===== config.mk =====
export PLATFORM = sky130hd
export DESIGN_NAME = mem_arbiter
export DESIGN_NICKNAME = d
export VERILOG_FILES = /design/src/common/caches_pkg.sv /design/src/source/mem_arbiter.sv
export SDC_FILE = /design/constraint.sdc
export NUM_CORES = 1
export LEC_CHECK = 0
export ABC_CLOCK_PERIOD_IN_PS = 2500
export BUFFER_PORTS_ARGS = -buffer_cell sky130_fd_sc_hd__buf_2
export CAP_MARGIN = 20
export CORE_AREA = 8 8 89 91
export CTS_CLUSTER_DIAMETER = 60
export CTS_CLUSTER_SIZE = 10
export DETAILED_ROUTE_END_ITERATION = 10
export DIE_AREA = 0 0 97 99
export GPL_TIMING_DRIVEN = 0
export PLACE_DENSITY = 0.71
export SYNTH_ARGS = -nofsm -noshare
export SYNTH_HDL_FRONTEND = slang
export SYNTH_SLANG_ARGS = --single-unit

===== constraint.sdc =====
create_clock -name CLK -period 2.5 [get_ports CLK]
set_input_delay 0.5 -clock CLK [delete_from_list [all_inputs] [get_ports CLK]]
set_output_delay 0.5 -clock CLK [all_outputs]
set_load 0.02 [all_outputs]

===== src/common/caches_pkg.sv =====
package caches_pkg;

  // cache geometry, one word per frame
  localparam int ICACHE_FRAMES = 16;

  // main memory size in words
  localparam int MEM_WORDS = 1024;

  // cycles from first sight of a request to completion, first cycle counts as one
  localparam int MEM_LATENCY = 3;

  // data word or byte address
  typedef logic [31:0] word_t;

  // address bits 31:6
  typedef logic [25:0] tag_t;

  // address bits 5:2, picks the frame
  typedef logic [3:0] idx_t;

  // byte within the word, ignored by the cache
  typedef logic [1:0] bytoff_t;

  // word address seen by main memory
  typedef logic [9:0] mem_addr_t;

  // byte address split into cache fields
  typedef struct packed {
    tag_t    tag;
    idx_t    idx;
    bytoff_t bytoff;
  } icachef_t;

  // one cache frame
  typedef struct packed {
    logic  valid;
    tag_t  tag;
    word_t data;
  } icache_frame;

endpackage


===== src/source/mem_arbiter.sv =====
`timescale 1ns/10ps

module mem_arbiter
  import caches_pkg::*;
(
  input  logic      CLK,
  input  logic      nRST,
  // external data port
  input  logic      dREN,
  input  logic      dWEN,
  input  word_t     daddr,
  input  word_t     dstore,
  output logic      dwait,
  output word_t     dload,
  // icache miss port
  input  logic      iREN,
  input  word_t     iaddr,
  output logic      iwait,
  output word_t     iload,
  output logic      iload_done,
  // memory port
  input  logic      ramwait,
  input  word_t     ramload,
  output logic      ramREN,
  output logic      ramWEN,
  output mem_addr_t ramaddr,
  output word_t     ramstore
);

  typedef enum logic [1:0] {
    g_none = 2'd0,
    g_data = 2'd1,
    g_inst = 2'd2
  } grant_t;

  grant_t grant;
  grant_t nxt_grant;
  grant_t owner;
  logic d_req;
  logic done;
  word_t sel_addr;

  // data side asks for either a read or a write
  assign d_req = dREN || dWEN;

  // owner of the memory port this cycle
  always_comb begin
    owner = g_none;
    case (grant)
      g_none: begin
        // free port lets data beat instruction
        if (d_req) begin
          owner = g_data;
        end else if (iREN) begin
          owner = g_inst;
        end
      end
      g_data: begin
        // a dropped request just releases the lock
        // memory sees one idle cycle and restarts its count
        if (d_req) begin
          owner = g_data;
        end
      end
      g_inst: begin
        if (iREN) begin
          owner = g_inst;
        end
      end
      default: owner = g_none;
    endcase
  end

  // memory finished the owner's access
  assign done = (owner != g_none) && !ramwait;

  // lock until completion
  assign nxt_grant = done ? g_none : owner;

  always_ff @(posedge CLK, negedge nRST) begin
    if (!nRST) begin
      grant <= g_none;
    end else begin
      grant <= nxt_grant;
    end
  end

  // request mux onto memory
  assign ramREN = ((owner == g_data) && dREN) || (owner == g_inst);
  assign ramWEN = (owner == g_data) && dWEN;
  assign sel_addr = (owner == g_inst) ? iaddr : daddr;
  // byte address to word address
  assign ramaddr = sel_addr[$bits(mem_addr_t)+1:2];
  assign ramstore = dstore;

  // the side that does not own the port just waits
  assign dwait = !(done && (owner == g_data));
  assign iload_done = done && (owner == g_inst);
  assign iwait = !iload_done;

  // read data shared by both sides and valid on completion
  assign dload = ramload;
  assign iload = ramload;

  // at most one side completes per cycle
  a_one_done: assert property (
    @(posedge CLK) disable iff (!nRST)
    !(!dwait && !iwait)
  );

  // instruction completion only for a live icache request
  a_idone_owner: assert property (
    @(posedge CLK) disable iff (!nRST)
    iload_done |-> (owner == g_inst) && iREN && (grant != g_data)
  );

endmodule


Word-level counts from Yosys, hierarchy flattened:

Index checks and enable logic that the tools add are counted.
W data, S select, Z words.

* eq/ne operators: 4
* mux-type cells: 6
* reduce and logical (&&, ||, !) cells: 12

Operator list (number)
* $mux W12: 1
* $mux W2: 3
* $pmux W2 S3: 1
* $logic_and A1 B1 Y1: 5
* $eq A2 B1 Y1 const B: 2
* $eq A2 B2 Y1 const B: 2
* $logic_not A1 Y1: 3
* $logic_not A2 Y1: 1
* $logic_or A1 B1 Y1: 2
* $reduce_bool A2 Y1: 1
* $mux W1: 1

* register bits after elaboration: 2
* bits of input ports: 134
* logic and storage cells: 23

Logic depth before layout (Yosys ltp):

* word-level depth: 7
* gate-level depth with buffers: 4
* mapped depth without buffers: 3

Least setup slack after synthesis:

No wires, ideal clock.

* kind: in2out
* start point: input iREN
* end point: output ramaddr[3]
* arrival: 1.284 ns
* required time: 2.000 ns
* path slack: 0.716 ns
* stages on the path: 4
* buffers on the path: 1
* cells stage by stage: and2b_2 > o21ai_4 > buf_6 > mux2_4

* word-level cells in the longest chain between the ends: 5

Ends and longest elaborated chain
* start: declaration: line mem_arbiter.sv:16 `input logic iREN,`
* $mux W2 *: line mem_arbiter.sv:54, mem_arbiter.sv:66
* $mux W2: line mem_arbiter.sv:52 `if (d_req) begin`
* $pmux W2 S3 *: line mem_arbiter.sv:49 `case (grant)`
* $eq A2 B2 Y1 *: line mem_arbiter.sv:91 `assign sel_addr = (owner == g_inst) ? iaddr : daddr;`
* $mux W12 *: line mem_arbiter.sv:91
* end: declaration: line mem_arbiter.sv:26 `output mem_addr_t ramaddr,`

Mark *: on every way between the ends. The rest lies on a longest branch, timed or not.

Worst setup path after layout:

* start point: input iREN
* end point: output ramaddr[8]

Same word-level chain as after synthesis.

==> implementation parameters <==
Parameter                              Value

Global route
  Maximum number of pins on one net before global-route repair ... 11
  Via count of the first global-routing pass ... 1318
  Total grt overflow ... 0
  Global-route usage over all layers ... 0.0823
  Wire length of the first global-routing pass ... 6.61 mm
  Number of antenna violations at the first check in global routing ... 0

Timing
  Achievable clock frequency ... 485 MHz
  Worst relative slew slack ... 0.858
  Final Hold Violating Endpoints ... 0
  Maximum clock skew at final layout ... 0.00399 ns
  Post-route minimum period ... 2.06 ns
  Setup repair after global routing missed its margin ... false
  Actual slew at the worst max-slew pin ... 0.213 ns
  Finish-stage setup viols ... 0
  Fin crit share ... 0.825
  Setup WS post-layout ... 0.438 ns
  Slew Viols, Final ... 0
  Final-layout worst hold slack ... 0.0678 ns
  Setup TNS ... 0 ns

Yosys
  Synthesized Nets ... 255
  Top cells by area in the synthesized netlist ... buf_4 73%, mux2_4 9.1%, dfrtp_1 5.0%
  Mean Syn Cell Area ... 8.20 µm²
  Cell area after synthesis ... 992 µm²
  Area share of the largest cell type after synthesis ... 0.726
  Cells after synthesis ... 121
  Part of the Yosys area used for sequential elements ... 0.0504
  Register bit count reported by yosys ... 2
  Largest area contributor in the synthesized netlist ... buf_4
  Count of warnings emitted by yosys ... 0
  Library cells used by synthesis ... 15

Worst setup path
  Slowest cell on crit path ... mux2_4
  Maximum fanout along the worst path ... 10
  Ordered list of cells on the worst path ... buf_2, and2b_2, o21ai_4, buf_6, mux2_4, buf_2
  Data required time at the worst endpoint ... 2.00 ns
  Kind of start point of the critical path ... input port
  Worst Path Class, Setup ... input port to output pin
  Crit path capture type ... output pin
  Worst path most repeated cell ... buf_2
  Maximum cell stage delay along the critical path ... 0.31 ns
  Data arrival at the endpoint of the critical path ... 1.56 ns

Clock network
  Post-cts resize count ... 0
  TritonCTS clock tree ... built
  Hold-fix buffers, CTS ... 0
  Clock tree sinks ... 2
  Total CTS buffers ... 3
  Insertion delay of the later-clocked pin in the worst-skew pair ... 0.21 ns
  Postcts setup bufs ... 0
  Number of buffers on the longest clock path ... 2
  CTS H-tree lvls ... 1
  CTS root buf ... clkbuf_8
  Clock slew at reported path FFs ... 0.03 ns

Floorplanning
  Die outline height ... 99 µm
  Chip Width ... 97 µm
  Num ports ... 245
  Core Footprint ... 0.00657 mm²
  Die area ... 0.00960 mm²
  Initial Utilization ... 0.151
  # rows ... 30

Layout
  Final design instance area without fill ... 0.00181 mm²
  Area of the multi-input gates ... 203 µm²
  Area overhead of the layout relative to synthesis ... 82.8%
  Most common library cell in the layout ignoring fill and taps ... buf_2
  Largest register FFs ... 2
  Commonest cells after routing, fill and taps aside ... 136 x buf_2, 96 x buf_4, 6 x mux2_4
  Biggest regs ... grant: 2 flops
  Number of fill cells ... 695
  Register with the most flip-flops ... grant
  Nets ... 396
  Storage element area ... 50.0 µm²
  Layout cells sized above 1 ... 0.958
  Diode count ... 0

Placement
  Final weighted congestion in routability-driven placement ... 0.746
  Half-perimeter wire length after detailed placement ... 4.10 mm
  Port-buffer cells ... 136
  Instance area after placement ... 0.00177 mm²
  Placement-stage worst setup slack ... 0.424 ns

Drt
  Via count ... 1126
  Drc violations ... 0
  DR iter-0 viols ... 12
  Number of nets with antenna violations after detailed routing ... 0
  Routed length per placed instance ... 12.6 µm
  Number of vias per cell ... 3.31
  Number of optimization iterations in the first detailed-route pass ... 4
  Wire length after detailed routing ... 4.27 mm

Power
  Maximum VDD drop ... 220 µV
  Lkg Pwr ... 1.16 nW
  PD cells ... 304 mW/mm²

Hold path
  Min-delay worst type ... input port to asynchronous set/reset pin

Run
  Max-capacitance violation count ... 0

Run status
  Status ... completed
[through the flow]
step / utilization / instances / power [mW]
3_5_place_dp: 0.270 / 337 / 0.429
6_report: 0.276 / 340 / 0.551
2_1_floorplan: - / 121 / 0.311
5_1_grt: 0.276 / 340 / 0.582
3_3_place_gp: 0.270 / 337 / 0.426
4_1_cts: 0.276 / 340 / 0.561
[worst max-delay path: cells and delay by family]
kind                   cells  cell delay, ns
buffers and inverters      3            0.45
muxes                      1            0.31
and+or+nand+nor            1            0.20
AOI/OAI and AO/OA          1            0.10
[final timing paths]
kind,from,end,slack (ns),depth (start not counted)
worst max-delay path,iREN,ramaddr[8],0.44,6
min in group CLK,grant[1],grant[0],0.55,1
worst max register to register,grant[1],grant[1],1.46,3
max in group asynchronous,nRST,grant[1],2.33,1
worst min register to register,grant[1],grant[0],0.55,1
worst min-delay path,nRST,grant[0],0.07,1
[layer usage]
| layer | up-vias | track usage | part of all wire |
|---|---|---|---|
| met5 | - | 0 | 0 |
| met1 | 458 | 0.0695 | 0.31 |
| met2 | 108 | 0.158 | 0.53 |
| met4 | 0 | 0.0284 | 0.0066 |
| met3 | 2 | 0.0448 | 0.15 |
| li1 | 558 | - | - |
[cells in the mapped netlist]
master,instances
and2b_2,1
buf_4,96
buf_6,1
dfrtp_1,2
inv_1,2
mux2_2,4
mux2_4,6
nand2b_1,1
nor2_1,2
nor2_2,1
nor2b_1,1
nor3_1,1
o21ai_0,1
o21ai_4,1
or3_1,1
[cell type report]
type,instances,area share
inverters,2,0.00414
multi-input cells,20,0.112
clock buffers,3,0.0228
well taps,80,0.0552
flip-flops and latches,2,0.0276
plain buffers,97,0.403
repair buffers,136,0.375
[report_power, final]
group,switching [mW],internal [mW],leakage [nW],total [mW]
registers,0.000823,0.0341,0.0262,0.0350
logic,0.198,0.191,1.11,0.388
clock network,0.0257,0.102,0.0216,0.128
total,0.224,0.327,1.16,0.551
[cells by family after synthesis]
group / after synthesis / share of synthesized area
AOI/OAI and AO/OA: 2 / 0.0214
buffers and inverters: 99 / 0.745
DFF: 2 / 0.0504
muxes: 10 / 0.136
and+or+nand+nor: 8 / 0.0467
Power figures use the tool's default switching activity.
