<file path="src/common/caches_pkg.sv">
package caches_pkg;

  // cache geometry, one word per frame
  localparam int ICACHE_FRAMES = 16;

  // main memory size in words
  localparam int MEM_WORDS = 1024;

  // cycles from first sight of a request to completion, first cycle counts as one
  localparam int MEM_LATENCY = 3;

  // data word or byte address
  typedef logic [31:0] word_t;

  // address bits 31:6
  typedef logic [25:0] tag_t;

  // address bits 5:2, picks the frame
  typedef logic [3:0] idx_t;

  // byte within the word, ignored by the cache
  typedef logic [1:0] bytoff_t;

  // word address seen by main memory
  typedef logic [9:0] mem_addr_t;

  // byte address split into cache fields
  typedef struct packed {
    tag_t    tag;
    idx_t    idx;
    bytoff_t bytoff;
  } icachef_t;

  // one cache frame
  typedef struct packed {
    logic  valid;
    tag_t  tag;
    word_t data;
  } icache_frame;

endpackage

</file>
<file path="src/icache/icache.sv">
`timescale 1ns/10ps

module icache
  import caches_pkg::*;
(
  input  logic  CLK,
  input  logic  nRST,
  // fetch port from the datapath
  input  logic  imemREN,
  input  word_t imemaddr,
  output logic  ihit,
  output word_t imemload,
  // miss port toward the arbiter
  input  logic  iwait,
  input  word_t iload,
  input  logic  iload_done,
  output logic  iREN,
  output word_t iaddr
);

  typedef enum logic {
    idle = 1'b0,
    miss = 1'b1
  } icache_state_t;

  icachef_t icache_fmt;
  icache_frame [ICACHE_FRAMES-1:0] frames;
  icache_frame sel_frame;
  icache_state_t state;
  icache_state_t nxt_state;
  logic tag_match;
  logic fill;

  // split the fetch address into tag, index and offset
  assign icache_fmt = icachef_t'(imemaddr);

  // frame picked by the index bits
  assign sel_frame = frames[icache_fmt.idx];

  // valid frame with the same tag
  assign tag_match = sel_frame.valid && (sel_frame.tag == icache_fmt.tag);

  // hit is answered in the same cycle as the fetch
  assign ihit = imemREN && tag_match;

  // data is only meaningful while ihit is high
  assign imemload = sel_frame.data;

  // miss address only driven while the request is live
  assign iaddr = iREN ? imemaddr : '0;

  // idle/miss control
  always_comb begin
    nxt_state = state;
    iREN = 1'b0;
    fill = 1'b0;
    if (imemREN) begin
      // a miss seen in idle moves to miss on the next edge
      if (tag_match) begin
        nxt_state = idle;
      end else begin
        nxt_state = miss;
      end
      // only ask memory once we are sitting in miss
      if (state == miss && !tag_match) begin
        iREN = 1'b1;
        if (!iwait && iload_done) begin
          fill = 1'b1;
          nxt_state = idle;
        end
      end
    end
    // imemREN low abandons the request and keeps the state
  end

  // state and frame array
  always_ff @(posedge CLK, negedge nRST) begin
    if (!nRST) begin
      state <= idle;
      // all frames invalid out of reset
      frames <= '0;
    end else begin
      state <= nxt_state;
      if (fill) begin
        frames[icache_fmt.idx] <= '{valid: 1'b1, tag: icache_fmt.tag, data: iload};
      end
    end
  end

  // hit only answers a live fetch
  a_hit_needs_ren: assert property (
    @(posedge CLK) disable iff (!nRST)
    ihit |-> imemREN
  );

endmodule

</file>
<file path="config.mk">
export PLATFORM = sky130hd
export DESIGN_NAME = icache
export DESIGN_NICKNAME = d
export VERILOG_FILES = /design/src/common/caches_pkg.sv /design/src/icache/icache.sv
export SDC_FILE = /design/constraint.sdc
export NUM_CORES = 1
export LEC_CHECK = 0
export ABC_AREA = 0
export BUFFER_PORTS_ARGS = -buffer_cell sky130_fd_sc_hd__buf_2
export CAP_MARGIN = 20
export CORE_AREA = 2 2 422 424
export DETAILED_ROUTE_END_ITERATION = 7
export DIE_AREA = 0 0 424 426
export PLACE_DENSITY = 0.37
export SETUP_SLACK_MARGIN = 0.2
export SLEW_MARGIN = 20
export SYNTH_ARGS = -nofsm -noshare
export SYNTH_HDL_FRONTEND = slang
export SYNTH_SLANG_ARGS = --single-unit
</file>
<file path="constraint.sdc">
create_clock -name CLK -period 4.7 [get_ports CLK]
set_input_delay 0.705 -clock CLK [delete_from_list [all_inputs] [get_ports CLK]]
set_output_delay 0.705 -clock CLK [all_outputs]
set_load 0.01 [all_outputs]
</file>
Word-level counts from Yosys, hierarchy flattened. Index checks and enable logic that the tools add are counted.

Order comparisons: 2. Mux-type cells: 14. Reductions and logical operators: 7. Equality and inequality tests: 1.

Operator list (number): 944-bit bitwise mux (1); 59-bit binary-select mux with 4-bit select (1); 59-bit demux with 4-bit select (1); 59-bit two-way mux (2); 32-bit two-way mux (1); 26-bit == test (1); 1-bit two-way mux (8); 1-bit logical AND (5); 4-bit by 5-bit less-than comparator with 1-bit output (second input constant) (1); 4-bit by 1-bit >= comparator with 1-bit output (second input constant) (1); 1-bit logical NOT (2).

Logic and storage cells: 73. Input port bits: 69. Register bits after elaboration: 945.

Longest topological paths before layout. Gate-level depths: netlist of run 1.

Depth after elaboration: 9. Gate-level depth with buffers: 17.

Worst setup path before layout of run 1. No wires, ideal clock.

Path type: input to output. Start point: input imemaddr[2]. End point: output imemload[12]. Buffers on the path: 7. Arrival: 3.722 ns. Cell stages on the path: 9. Slack: 0.273 ns. Required time: 3.995 ns. Cells stage by stage: buf_6 > buf_6 > buf_6 > buf_4 > clkbuf_1 > buf_1 > buf_1 > mux4_2 > mux4_2.

Word-level cells in the longest chain between the ends: 2.

RTL lines: start, declared (RTL line icache.sv:10) `input word_t imemaddr,`; 59-bit binary-select mux with 4-bit select (RTL line icache.sv:38) `assign sel_frame = frames[icache_fmt.idx];`; 59-bit two-way mux (not written as such) (RTL line icache.sv:38); end, declared (RTL line icache.sv:12) `output word_t imemload,`.

Every way passes these cells. The select of a mux whose other input is x is not followed.

Worst setup path in the final report of run 1.
Start point: input imemaddr[3]. End point: output iaddr[2].

Word-level cells in the longest chain between the ends: 9.

RTL lines: 59-bit binary-select mux with 4-bit select * (RTL line icache.sv:38); 59-bit two-way mux (not written as such) * (RTL line icache.sv:38); 26-bit == test (RTL line icache.sv:41) `assign tag_match = sel_frame.valid && (sel_frame.tag == icache_fmt.tag);`; 1-bit logical AND * (RTL line icache.sv:41); 1-bit logical NOT * (RTL line icache.sv:65) `if (state == miss && !tag_match) begin`; 1-bit logical AND * (RTL line icache.sv:65); 1-bit two-way mux * (RTL line icache.sv:65); 1-bit two-way mux * (RTL line icache.sv:57) `if (imemREN) begin`; 32-bit two-way mux * (RTL line icache.sv:50) `assign iaddr = iREN ? imemaddr : '0;`; end, declared (RTL line icache.sv:18) `output word_t iaddr`.

Mark *: on every way between the ends. The rest lies on a longest branch, timed or not. The select of a mux whose other input is x is not followed.

==> results of run 1 <==
kinds of logic after synthesis:
family	count (synthesis)
AO/OA/AOI/OAI	99
XOR/XNOR	23
buffers and inverters	278
flip-flops	945
multiplexers	1257
AND/OR/NAND/NOR	204
per-layer routing:
| metal | vias up | track usage [%] | routed length [um] |
|---|---|---|---|
| met1 | 13985 | 20.68 | 62770 |
| li1 | 10843 | - | - |
| met4 | 18 | 4.413 | 3871 |
| met3 | 239 | 2.762 | 5245 |
| met5 | - | 0 | 128 |
| met2 | 459 | 25.80 | 67890 |
Yosys cell counts (5+ instances only):
library cell,instances,area share [%]
nor2b_1,7,0.10
clkbuf_1,107,0.92
a22oi_1,14,0.24
a221oi_1,5,0.10
inv_1,10,0.086
buf_4,20,0.34
nor3_1,20,0.23
nand4_1,6,0.086
o22ai_1,5,0.071
or2_2,9,0.13
nand2_1,54,0.46
buf_1,29,0.25
buf_6,17,0.44
xnor2_1,12,0.24
nand3_1,13,0.15
o2111ai_1,5,0.10
dfrtp_1,945,54
o21ai_0,13,0.15
nor4_1,5,0.071
mux2_1,108,2.8
mux2i_1,78,1.8
mux2_2,829,21
nor2_1,36,0.31
or2_1,10,0.14
mux4_2,242,12
xor2_1,11,0.22
buf_2,92,1.1
and2_1,25,0.36
a31oi_1,6,0.086
a21oi_1,11,0.13
metrics by stage:
stage | hold WS, ns | worst slack (ns)
3_5_place_dp | 0.4471 | -0.3739
4_1_cts | 0.1567 | 0.06998
5_1_grt | 0.1909 | -0.01614
3_3_place_gp | 0.4421 | -0.3529
2_1_floorplan | 0.4094 | 0.2727
6_report | 0.2193 | 0.1181
what timing repair did:
action | in CTS | in global routing
endpoints found under the setup margin | 48 | 42
endpoints found under the hold margin | 55 | 0
gates cloned | 1 | 1
gates resized for setup | 50 | 38
hold buffers | 1 | 0
pin swaps | 12 | 6
buffers inserted | 4 | 5
power groups by stage:
stage | clock (mW) | combinational, mW | sequential [mW]
6_report | 8.93 | 2.56 | 9.36
3_5_place_dp | 0 | 2.55 | 9.51
5_1_grt | 9.58 | 2.78 | 9.47
4_1_cts | 9.24 | 2.60 | 9.37
3_3_place_gp | 0 | 2.50 | 9.46
2_1_floorplan | 0 | 1.62 | 9.35
registers in the layout, summed over array words and instances (netlist names):
name / flops
frames: 944
state: 1
path summary, 6_finish.rpt:
kind,end,slack [ns],start
setup / recovery,iaddr[2],0.12,imemaddr[3]
hold / removal,state,0.22,imemREN
setup reg to reg,frames[838],0.65,frames[918]
hold reg to reg,frames[884],0.46,frames[884]
max in group asynchronous,frames[761],2.73,nRST
min in group asynchronous,frames[154],0.59,nRST
final cells by class:
type                       instances  area, um^2
inverter                          12       47.55
clock buffer                     167        3373
antenna                            1       2.502
clock inverter                    37       455.4
tap                             2340        2928
fill                           17364      122500
sequential                       945       23650
multi-input combinational       1583       19100
timing repair buffer             365        3657
critical path, delay by kind of cell:
| kind | cells | cell delay, ns |
|---|---|---|
| compound gates | 4 | 1.06 |
| simple gates | 3 | 0.60 |
| buf+inv | 7 | 1.15 |
| mux | 1 | 0.31 |
==> summary.txt, run 1 <==
CTS
  • Total CTS buffers: 115
  • Sink Count: 945
  • Reg clk slew, reported paths: 0.06 ns
  • Clock Latency Late Sink: 0.76 ns
  • H-tree lvl count: 3
  • Longest Clk Path Bufs: 3
  • Clk root buf: clkbuf_16
  • CTS tree: done

Layout
  • Area delta synth->final: 21.59%
  • Most frequent cells in the layout: dfrtp_1, mux2_2, mux4_2
  • Layout cell share with drive strength beyond 1: 54.45%
  • Finished Cell Area: 0.05321 mm^2
  • Non-Filler Instances: 5450
  • Fin util: 30.28%
  • Commonest non-fill, non-tap cell in the layout: dfrtp_1
  • Total Nets Final: 3091

STA
  • Final period utilization: 97.49%
  • Fin crit period: 4.582 ns
  • Fmax: 218.3 MHz
  • Worst slew pin tran: 1.082 ns
  • Setup-failing EPs final: 0
  • Post-route clock skew: 0.06970 ns
  • RSZ-0062 raised after global routing: true
  • Final number of hold-violating endpoints: 0
  • Total Neg Setup Slack: 0 ns
  • Slew headroom: 27.72%
  • Final Max Tran Viols: 0

Detailed routing
  • Post-DR vias/cell: 4.687
  • Routed wire length: 139900 um
  • Detailed Routing Iterations Pass 1: 5
  • DR WL/cell: 25.67 um
  • DR DRC count: 0
  • Remaining antenna violation count: 0
  • Vias post-DR: 25.54k
  • Drt initial violations: 1218

Logic synthesis
  • Synth Flop Type: dfrtp_1
  • Synth Area in Compound Gates: 1.684%
  • Syn Inst Count: 2806
  • Async S/R FF share, synth: 100.0%
  • Synth Area in Simple Gates: 2.356%
  • Unique masters post-synth: 65
  • Synth Area in Adders: 0%
  • Post-Syn Nets: 2875
  • Ys Warns: 0
  • Yosys reg bits: 945
  • XOR/XNOR Fraction of Synth Area: 0.4603%
  • Register area share after synthesis: 54.04%
  • Multiplexer share of the synthesized area: 38.35%
  • EDFF count, synth: 0
  • Main combinational cell family by area after synthesis: multiplexers
  • Avg Inst Size Synth: 15.60 um^2
  • Synthesized cell area: 0.04376 mm^2

Global routing
  • Gr usage total: 15.53%
  • Global route overflow: 0
  • Initial antenna violation count: 17
  • Global-route wire length before repair: 206500 um
  • Vias in the first global route: 28.64k
  • Largest net degree at the start of global routing: 146

Placement
  • Placer Congestion: 0.7856
  • IO Port Bufs: 134
  • Placed cell area: 0.04882 mm^2
  • Detail Placement HPWL: 90750 um
  • Dpl cells: 5233

Setup path
  • Crit path kind: in -> out
  • Slowest CP cell: a311o_1
  • Crit-path max cell delay: 0.40 ns
  • Worst Path Max Fanout: 15
  • Crit path arrival time: 3.88 ns
  • Critical path cell sequence: buf_16, buf_12, buf_4, mux2i_2, o22ai_1, nor4_1, a31oi_1, a311o_1, a211o_1, nor3_4, buf_4, buf_8, buf_16, nor3_1, buf_2
  • CP Launch Type: input pin
  • Worst setup EP type: primary output
  • Cells on worst reg2reg path: 14
  • Req. time, crit path: 3.99 ns

Floorplanning
  • Ports: 135
  • Core footprint: 0.1757 mm^2
  • Die area: 0.1806 mm^2
  • Initial core utilization: 24.90%
  • Die Ht: 426 um
  • Chip width: 424 um
  • Row count: 154

Outcome
  • Status: finished, final reports clean

Power and ir drop
  • Pleak: 24.40 nW
  • P_sw: 5.289 mW
  • Clk pwr share: 42.8%
  • PwrDens: 391.9 mW/mm^2
  • Peak supply drop: 0.3018 mV
  • Overall power: 20.85 mW
  • Gate power share: 12.3%
  • Int Power: 15.56 mW
  • Flop pwr share: 44.9%
  • Sw Share: 25.36%

Worst hold path
  • Worst Hold Class: in -> reg
  • Worst hold stages: 2

Job
  • Max-cap violations: 0
Power figures use the tool's default switching activity.
==> inputs of run 2 (changes only) <==
Settings changed: GPL_TIMING_DRIVEN from default to 0.
==> run 2 against run 1 <==
Effect of this change:
- the flow now finishes with violations (setup timing)
- total power is 1.1% higher
- clock power is 0.9% higher
- register-to-register slack worse by 0.26 ns
- global-route usage is 1.3 points higher
- highest routed layer unchanged
- die area stayed put
- via count is 2.9% higher
- hold slack better by 0.067 ns
- fmax is 3.0% lower
- combinational power is 5% higher
- critical path type unchanged
==> summary.txt, run 2 (synthesized netlist as in run 1, its figures left out) <==
Worst hold path
  • Hold endpoint: frames[711] (was state)
  • Worst hold stages: 2 (unchanged)
  • Worst Hold Class: in -> reg (unchanged)
  • Hold Crit Start: iload[3] (was imemREN)

Setup path
  • Crit path arrival time: 4.02 ns (was 3.88 ns)
  • Slowest CP cell: a221oi_1 (was a311o_1)
  • Worst setup EP type: primary output (unchanged)
  • Terminus of the critical flop-to-flop path: frames[351] (was frames[838])
  • Crit path kind: in -> out (unchanged)
  • RR Startpoint: frames[917] (was frames[918])
  • Req. time, crit path: 3.99 ns (about the same)
  • Crit-path max cell delay: 0.54 ns (was 0.40 ns)
  • WP buf/inv: 7 (unchanged)
  • Cells on worst reg2reg path: 14 (unchanged)
  • CP Launch Type: input pin (unchanged)
  • R2R setup slack: 0.39 ns (was 0.65 ns)
  • Critical path cell sequence: buf_12, buf_12, nor2b_1, clkdlybuf4s15_2, a221oi_1, o21ai_4, o211ai_1, a2111oi_4, o2111ai_2, nor3_4, buf_6, buf_4, buf_4, nor3_2, buf_2 (was buf_16, buf_12, buf_4, mux2i_2, o22ai_1, nor4_1, a31oi_1, a311o_1, a211o_1, nor3_4, buf_4, buf_8, buf_16, nor3_1, buf_2)
  • Worst Path Max Fanout: 8 (was 15)
  • CP top delay family: buffers and inverters (unchanged)

Layout
  • Layout cell share with drive strength beyond 1: 53.30% (was 54.45%)
  • Commonest non-fill, non-tap cell in the layout: dfrtp_1 (unchanged)
  • Non-Filler Instances: 5513 (was 5450)
  • Finished Cell Area: 0.05296 mm^2 (was 0.05321 mm^2)
  • Fin util: 30.14% (was 30.28%)
  • Area delta synth->final: 21.02% (was 21.59%)
  • Most frequent cells in the layout: dfrtp_1, mux2_2, mux4_2 (unchanged)
  • Total Nets Final: 3150 (was 3091)
  • Biggest regs: frames (944), state (1) (unchanged)
  • Top reg by flops: frames (unchanged)
  • Max reg flops: 944 (unchanged)

Placement
  • Dpl cells: 5282 (was 5233)
  • Detail Placement HPWL: 105300 um (was 90750 um)
  • Placer Congestion: 0.8097 (was 0.7856)
  • Placed cell area: 0.04766 mm^2 (was 0.04882 mm^2)
  • IO Port Bufs: 123 (was 134)

Global routing
  • Initial antenna violation count: 15 (was 17)
  • Global route overflow: 0 (unchanged)
  • Vias in the first global route: 29.49k (was 28.64k)
  • Gr usage total: 16.84% (was 15.53%)
  • Largest net degree at the start of global routing: 129 (was 146)
  • Global-route wire length before repair: 219300 um (was 206500 um)

Detailed routing
  • Drt initial violations: 1580 (was 1218)
  • Vias post-DR: 26.28k (was 25.54k)
  • Remaining antenna violation count: 0 (unchanged)
  • Detailed Routing Iterations Pass 1: 7 (was 5)
  • DR DRC count: 0 (unchanged)
  • DR WL/cell: 27.46 um (was 25.67 um)
  • Routed wire length: 151400 um (was 139900 um)
  • Post-DR vias/cell: 4.767 (was 4.687)

STA
  • Final Max Tran Viols: 0 (unchanged)
  • Worst slew pin tran: 1.086 ns (was 1.082 ns)
  • Setup-failing EPs final: 3 (was 0)
  • Post-route clock skew: 0.04549 ns (was 0.06970 ns)
  • Final number of hold-violating endpoints: 0 (unchanged)
  • Final WS setup: -0.02248 ns (was 0.1181 ns)
  • Fin crit period: 4.722 ns (was 4.582 ns)
  • Total Neg Setup Slack: -0.03878 ns (was 0 ns)
  • RSZ-0062 raised after global routing: true (unchanged)
  • Slew headroom: 27.63% (was 27.72%)
  • Fmax: 211.8 MHz (was 218.3 MHz)
  • Final period utilization: 100.5% (was 97.49%)

Floorplanning
  • Initial core utilization: 24.90% (unchanged)
  • Chip width: 424 um (unchanged)
  • Die area: 0.1806 mm^2 (unchanged)
  • Ports: 135 (unchanged)
  • Die Ht: 426 um (unchanged)
  • Row count: 154 (unchanged)
  • Core footprint: 0.1757 mm^2 (unchanged)

CTS
  • Longest Clk Path Bufs: 3 (unchanged)
  • Total CTS buffers: 110 (was 115)
  • H-tree lvl count: 3 (unchanged)
  • Sink Count: 945 (unchanged)
  • Clk root buf: clkbuf_16 (unchanged)
  • Reg clk slew, reported paths: 0.05 ns (was 0.06 ns)
  • CTS tree: done (unchanged)
  • Clock Latency Late Sink: 0.75 ns (was 0.76 ns)

Power and ir drop
  • Pleak: 24.45 nW (was 24.40 nW)
  • Overall power: 21.08 mW (was 20.85 mW)
  • PwrDens: 397.9 mW/mm^2 (was 391.9 mW/mm^2)
  • Peak supply drop: 0.2864 mV (was 0.3018 mV)

Job
  • Max-cap violations: 0 (unchanged)

Outcome
  • Status: complete, but fails checks (was finished, final reports clean)
  • Violated checks: setup timing
## run 2: cell count changes in the layout (fill, tap and decap cells not counted), sizes merged
cell,before,now
clkinv,29,18
clkbuf,168,275
inv,13,16
bufinv,5,9
buf,362,317
diode,1,4
clkdlybuf4s15,0,2
## run 2: routing by layer
layer	vias up	wire length [um]	track usage (%)	part of all wire [%]
li1	10955	-	-	-
met1	14423	65390	21.89	43
met2	633	75390	28.84	50
met3	267	5734	2.413	3.8
met4	4	4846	5.279	3.2
met5	-	32	0	0.021
## run 2: worst register-to-register path, cell delays in order, from the launching register on
cell and delay [ns]:
dfrtp_1 0.38, mux4_2 0.49, mux4_2 0.53, xnor2_4 0.16, buf_12 0.16, nand3_2 0.07
a211o_1 0.14, nor3_4 0.06, buf_6 0.13, buf_4 0.13, buf_4 0.17, nor2_1 0.71
buf_4 0.38, buf_4 0.28, mux2_2 0.37
## run 2: area by class of cell
cell class	count	area (um^2)
Antenna cell	4	10.01
Timing Repair Buffer	163	1360
Tap cell	2340	2928
Inverter	12	47.55
Sequential cell	945	23650
Multi-Input combinational cell	1583	19240
Buffer	266	1899
Fill cell	17528	122800
Clock inverter	33	491.7
Clock buffer	167	3337
## run 2: worst max path at each step
stage                           start           end  slack, ns  cells after the start
after global routing      imemaddr[3]     iaddr[11]      -0.01                     15
after CTS                 frames[211]     iaddr[11]      0.002                     12
after floorplan           imemaddr[2]  imemload[12]       0.27                      9
final                     imemaddr[2]     iaddr[31]      -0.02                     15
after global placement           nRST   frames[716]     -17.46                      1
after detailed placement  imemaddr[5]     iaddr[24]      -2.12                     15
## run 2: power by group
part | switching (mW) | total (mW) | internal [mW]
Combinational | 1.31 | 2.69 | 1.38
Clock | 3.63 | 9.01 | 5.38
Sequential | 0.412 | 9.37 | 8.96
## run 2: per-stage QoR
stage | setup slack, ns | hold slack [ns]
2_1_floorplan | 0.2727 | 0.4094
3_3_place_gp | -17.46 | 0.4470
3_5_place_dp | -2.119 | 0.4464
4_1_cts | 0.002166 | 0.1912
5_1_grt | -0.01333 | 0.2396
6_report | -0.02248 | 0.2868
## run 2: timing repair
action / CTS / global route
setup buffers: 18 / 5
resized for setup: 273 / 34
setup endpoints to repair: 1010 / 117
pin swaps: 13 / 16
cloned: 3 / 0
hold buffers: 1 / 0
endpoints found under the hold margin: 25 / 0
==> inputs of run 3 (changes only) <==
Settings changed: REMOVE_ABC_BUFFERS from default to 1.
==> run 3 against run 2 <==
Effect of this change:
- the run still ends with setup timing left
- global-route usage shrank 0.82 points
- hold slack lost 0.040 ns
- sequential share of layout area shrank 1.3 points
- utilization grew 0.93 points
- fmax shrank 1.1%
- die area is the same
- critical endpoint is now ihit
- largest power group is now clock
==> summary.txt, run 3 (synthesized netlist as in run 1, its figures left out) <==
CTS
  • Total CTS buffers: 112 (was 110)
  • Clk root buf: clkbuf_16 (unchanged)
  • Longest Clk Path Bufs: 3 (unchanged)
  • Reg clk slew, reported paths: 0.06 ns (was 0.05 ns)
  • CTS tree: done (unchanged)
  • Clock Latency Late Sink: 0.72 ns (was 0.75 ns)
  • Sink Count: 945 (unchanged)
  • H-tree lvl count: 3 (unchanged)

Layout
  • Most frequent cells in the layout: dfrtp_1, mux2_2, mux4_2 (unchanged)
  • Non-Filler Instances: 5419 (was 5513)
  • Total Nets Final: 3050 (was 3150)
  • Commonest non-fill, non-tap cell in the layout: dfrtp_1 (unchanged)
  • Area delta synth->final: 24.76% (was 21.02%)
  • Biggest regs: frames (944), state (1) (unchanged)
  • Fin util: 31.07% (was 30.14%)
  • Layout cell share with drive strength beyond 1: 54.50% (was 53.30%)
  • Max reg flops: 944 (unchanged)
  • Top reg by flops: frames (unchanged)

Detailed routing
  • DR DRC count: 0 (unchanged)
  • Remaining antenna violation count: 0 (unchanged)
  • DR WL/cell: 26.63 um (was 27.46 um)
  • Routed wire length: 144300 um (was 151400 um)
  • Vias post-DR: 25.55k (was 26.28k)
  • Post-DR vias/cell: 4.714 (was 4.767)
  • Detailed Routing Iterations Pass 1: 5 (was 7)
  • Drt initial violations: 1204 (was 1580)

Placement
  • Place WS: -1.723 ns (was -2.119 ns)
  • Detail Placement HPWL: 88170 um (was 105300 um)
  • Dpl cells: 5116 (was 5282)
  • Placer Congestion: 0.7215 (was 0.8097)
  • IO Port Bufs: 134 (was 123)

Floorplanning
  • Die Ht: 426 um (unchanged)
  • Ports: 135 (unchanged)
  • Row count: 154 (unchanged)
  • Die area: 0.1806 mm^2 (unchanged)
  • Initial core utilization: 24.90% (unchanged)
  • Chip width: 424 um (unchanged)
  • Core footprint: 0.1757 mm^2 (unchanged)

STA
  • Post-route clock skew: 0.02248 ns (was 0.04549 ns)
  • Final Max Tran Viols: 0 (unchanged)
  • Fin crit period: 4.777 ns (was 4.722 ns)
  • Final WS setup: -0.07718 ns (was -0.02248 ns)
  • Slew headroom: 36.32% (was 27.63%)
  • Fmax: 209.3 MHz (was 211.8 MHz)
  • Final number of hold-violating endpoints: 0 (unchanged)
  • RSZ-0062 raised after global routing: true (unchanged)
  • Final period utilization: 101.6% (was 100.5%)
  • Worst slew pin tran: 0.9528 ns (was 1.086 ns)
  • WHS: 0.2464 ns (was 0.2868 ns)
  • Total Neg Setup Slack: -0.1586 ns (was -0.03878 ns)
  • Setup-failing EPs final: 10 (was 3)

Global routing
  • Initial antenna violation count: 9 (was 15)
  • Gr usage total: 16.02% (was 16.84%)
  • Global route overflow: 0 (unchanged)
  • Vias in the first global route: 28.98k (was 29.49k)
  • Global-route wire length before repair: 211200 um (was 219300 um)
  • Largest net degree at the start of global routing: 133 (was 129)

Setup path
  • Crit path kind: in -> out (unchanged)
  • CP Launch Type: input pin (unchanged)
  • Terminus of the critical flop-to-flop path: frames[662] (was frames[351])
  • R2R setup slack: 0.38 ns (was 0.39 ns)
  • Worst Path Max Fanout: 7 (was 8)
  • Req. time, crit path: 3.99 ns (about the same)
  • Worst setup EP type: primary output (unchanged)
  • Critical path startpoint: imemaddr[2] (unchanged)
  • Cells on worst reg2reg path: 17 (was 14)
  • RR Startpoint: frames[876] (was frames[917])
  • Crit path arrival time: 4.07 ns (was 4.02 ns)

Power and ir drop
  • Peak supply drop: 0.2874 mV (was 0.2864 mV)
  • Clk pwr share: 44.5% (was 42.7%)
  • Sw Share: 24.19% (was 25.40%)
  • Flop pwr share: 43.5% (was 44.5%)
  • Pleak: 24.95 nW (was 24.45 nW)
  • Int Power: 16.32 mW (was 15.72 mW)
  • PwrDens: 394.3 mW/mm^2 (was 397.9 mW/mm^2)
  • P_sw: 5.208 mW (was 5.353 mW)
  • Gate power share: 12.0% (was 12.8%)

Worst hold path
  • Worst Hold Class: in -> reg (unchanged)
  • Hold Crit Start: imemREN (was iload[3])
  • Worst hold stages: 2 (unchanged)
  • Hold endpoint: state (was frames[711])

Outcome
  • Violated checks: setup timing (unchanged)
  • Status: complete, but fails checks (unchanged)

Job
  • Max-cap violations: 0 (unchanged)
[run 3: cell count changes in the layout (fill, tap and decap cells not counted), sizes merged]
| cell | delta |
|---|---|
| clkdlybuf4s15 | -2 |
| bufinv | +13 |
| inv | +2 |
| clkinv | +13 |
| buf | -15 |
| clkinvlp | -1 |
| diode | -2 |
| bufbuf | +18 |
| clkbuf | -120 |
[run 3: final cells by class]
| type | count | area, um^2 |
|---|---|---|
| Fill cell | 17115 | 121100 |
| Sequential cell | 945 | 23650 |
| Antenna cell | 2 | 5.005 |
| Inverter | 12 | 77.57 |
| Clock inverter | 58 | 892.1 |
| Timing Repair inverter | 2 | 17.52 |
| Timing Repair Buffer | 325 | 4551 |
| Tap cell | 2340 | 2928 |
| Clock buffer | 152 | 3203 |
| Multi-Input combinational cell | 1583 | 19280 |
[run 3: worst max path at each step]
stage / to / slack [ns] / cells past startpoint
final: ihit / -0.08 / 12
after global routing: iaddr[3] / -0.12 / 16
after CTS: ihit / -0.07 / 11
after detailed placement: frames[523] / -1.72 / 18
after global placement: frames[835] / -16.96 / 1
after floorplan: frames[354] / -1.03 / 8
[run 3: per-layer routing]
metal	track usage, %	vias up	wire length (um)
met1	20.32	14124	62250
met4	5.018	6	4110
met5	0	-	34
li1	-	10788	-
met3	2.084	203	4308
met2	28.19	424	73620
[run 3: what timing repair did]
action / in CTS / in global routing
gates resized for setup: 78 / 38
hold endpoints to repair: 93 / 0
pin swaps: 17 / 17
hold buffers: 1 / 0
gates cloned: 23 / 2
setup buffers: 46 / 19
setup endpoints to repair: 979 / 56
[run 3: worst max-delay path, cell delays in order]
cell and delay, ns:
buf_16 0.08, buf_16 0.15, buf_16 0.15, buf_12 0.11
mux4_2 0.50, mux4_2 0.54, xnor2_4 0.26, nand4_1 0.13
or4_4 0.58, nor4_4 0.47, and2_1 0.22, buf_2 0.13
[run 3: metrics by stage]
stage	power, mW	cell area (um^2)
5_1_grt	22.53	54590
3_5_place_dp	11.91	48640
6_report	21.53	54600
3_3_place_gp	11.79	46040
4_1_cts	21.87	54190
2_1_floorplan	10.79	42440
[run 3: power groups by stage]
stage	registers (mW)	clock network, mW	logic, mW
floorplan	9.35	0	1.44
global placement	9.44	0	2.35
detailed placement	9.51	0	2.40
CTS	9.36	9.91	2.60
global route	9.46	10.3	2.81
finish	9.36	9.58	2.59
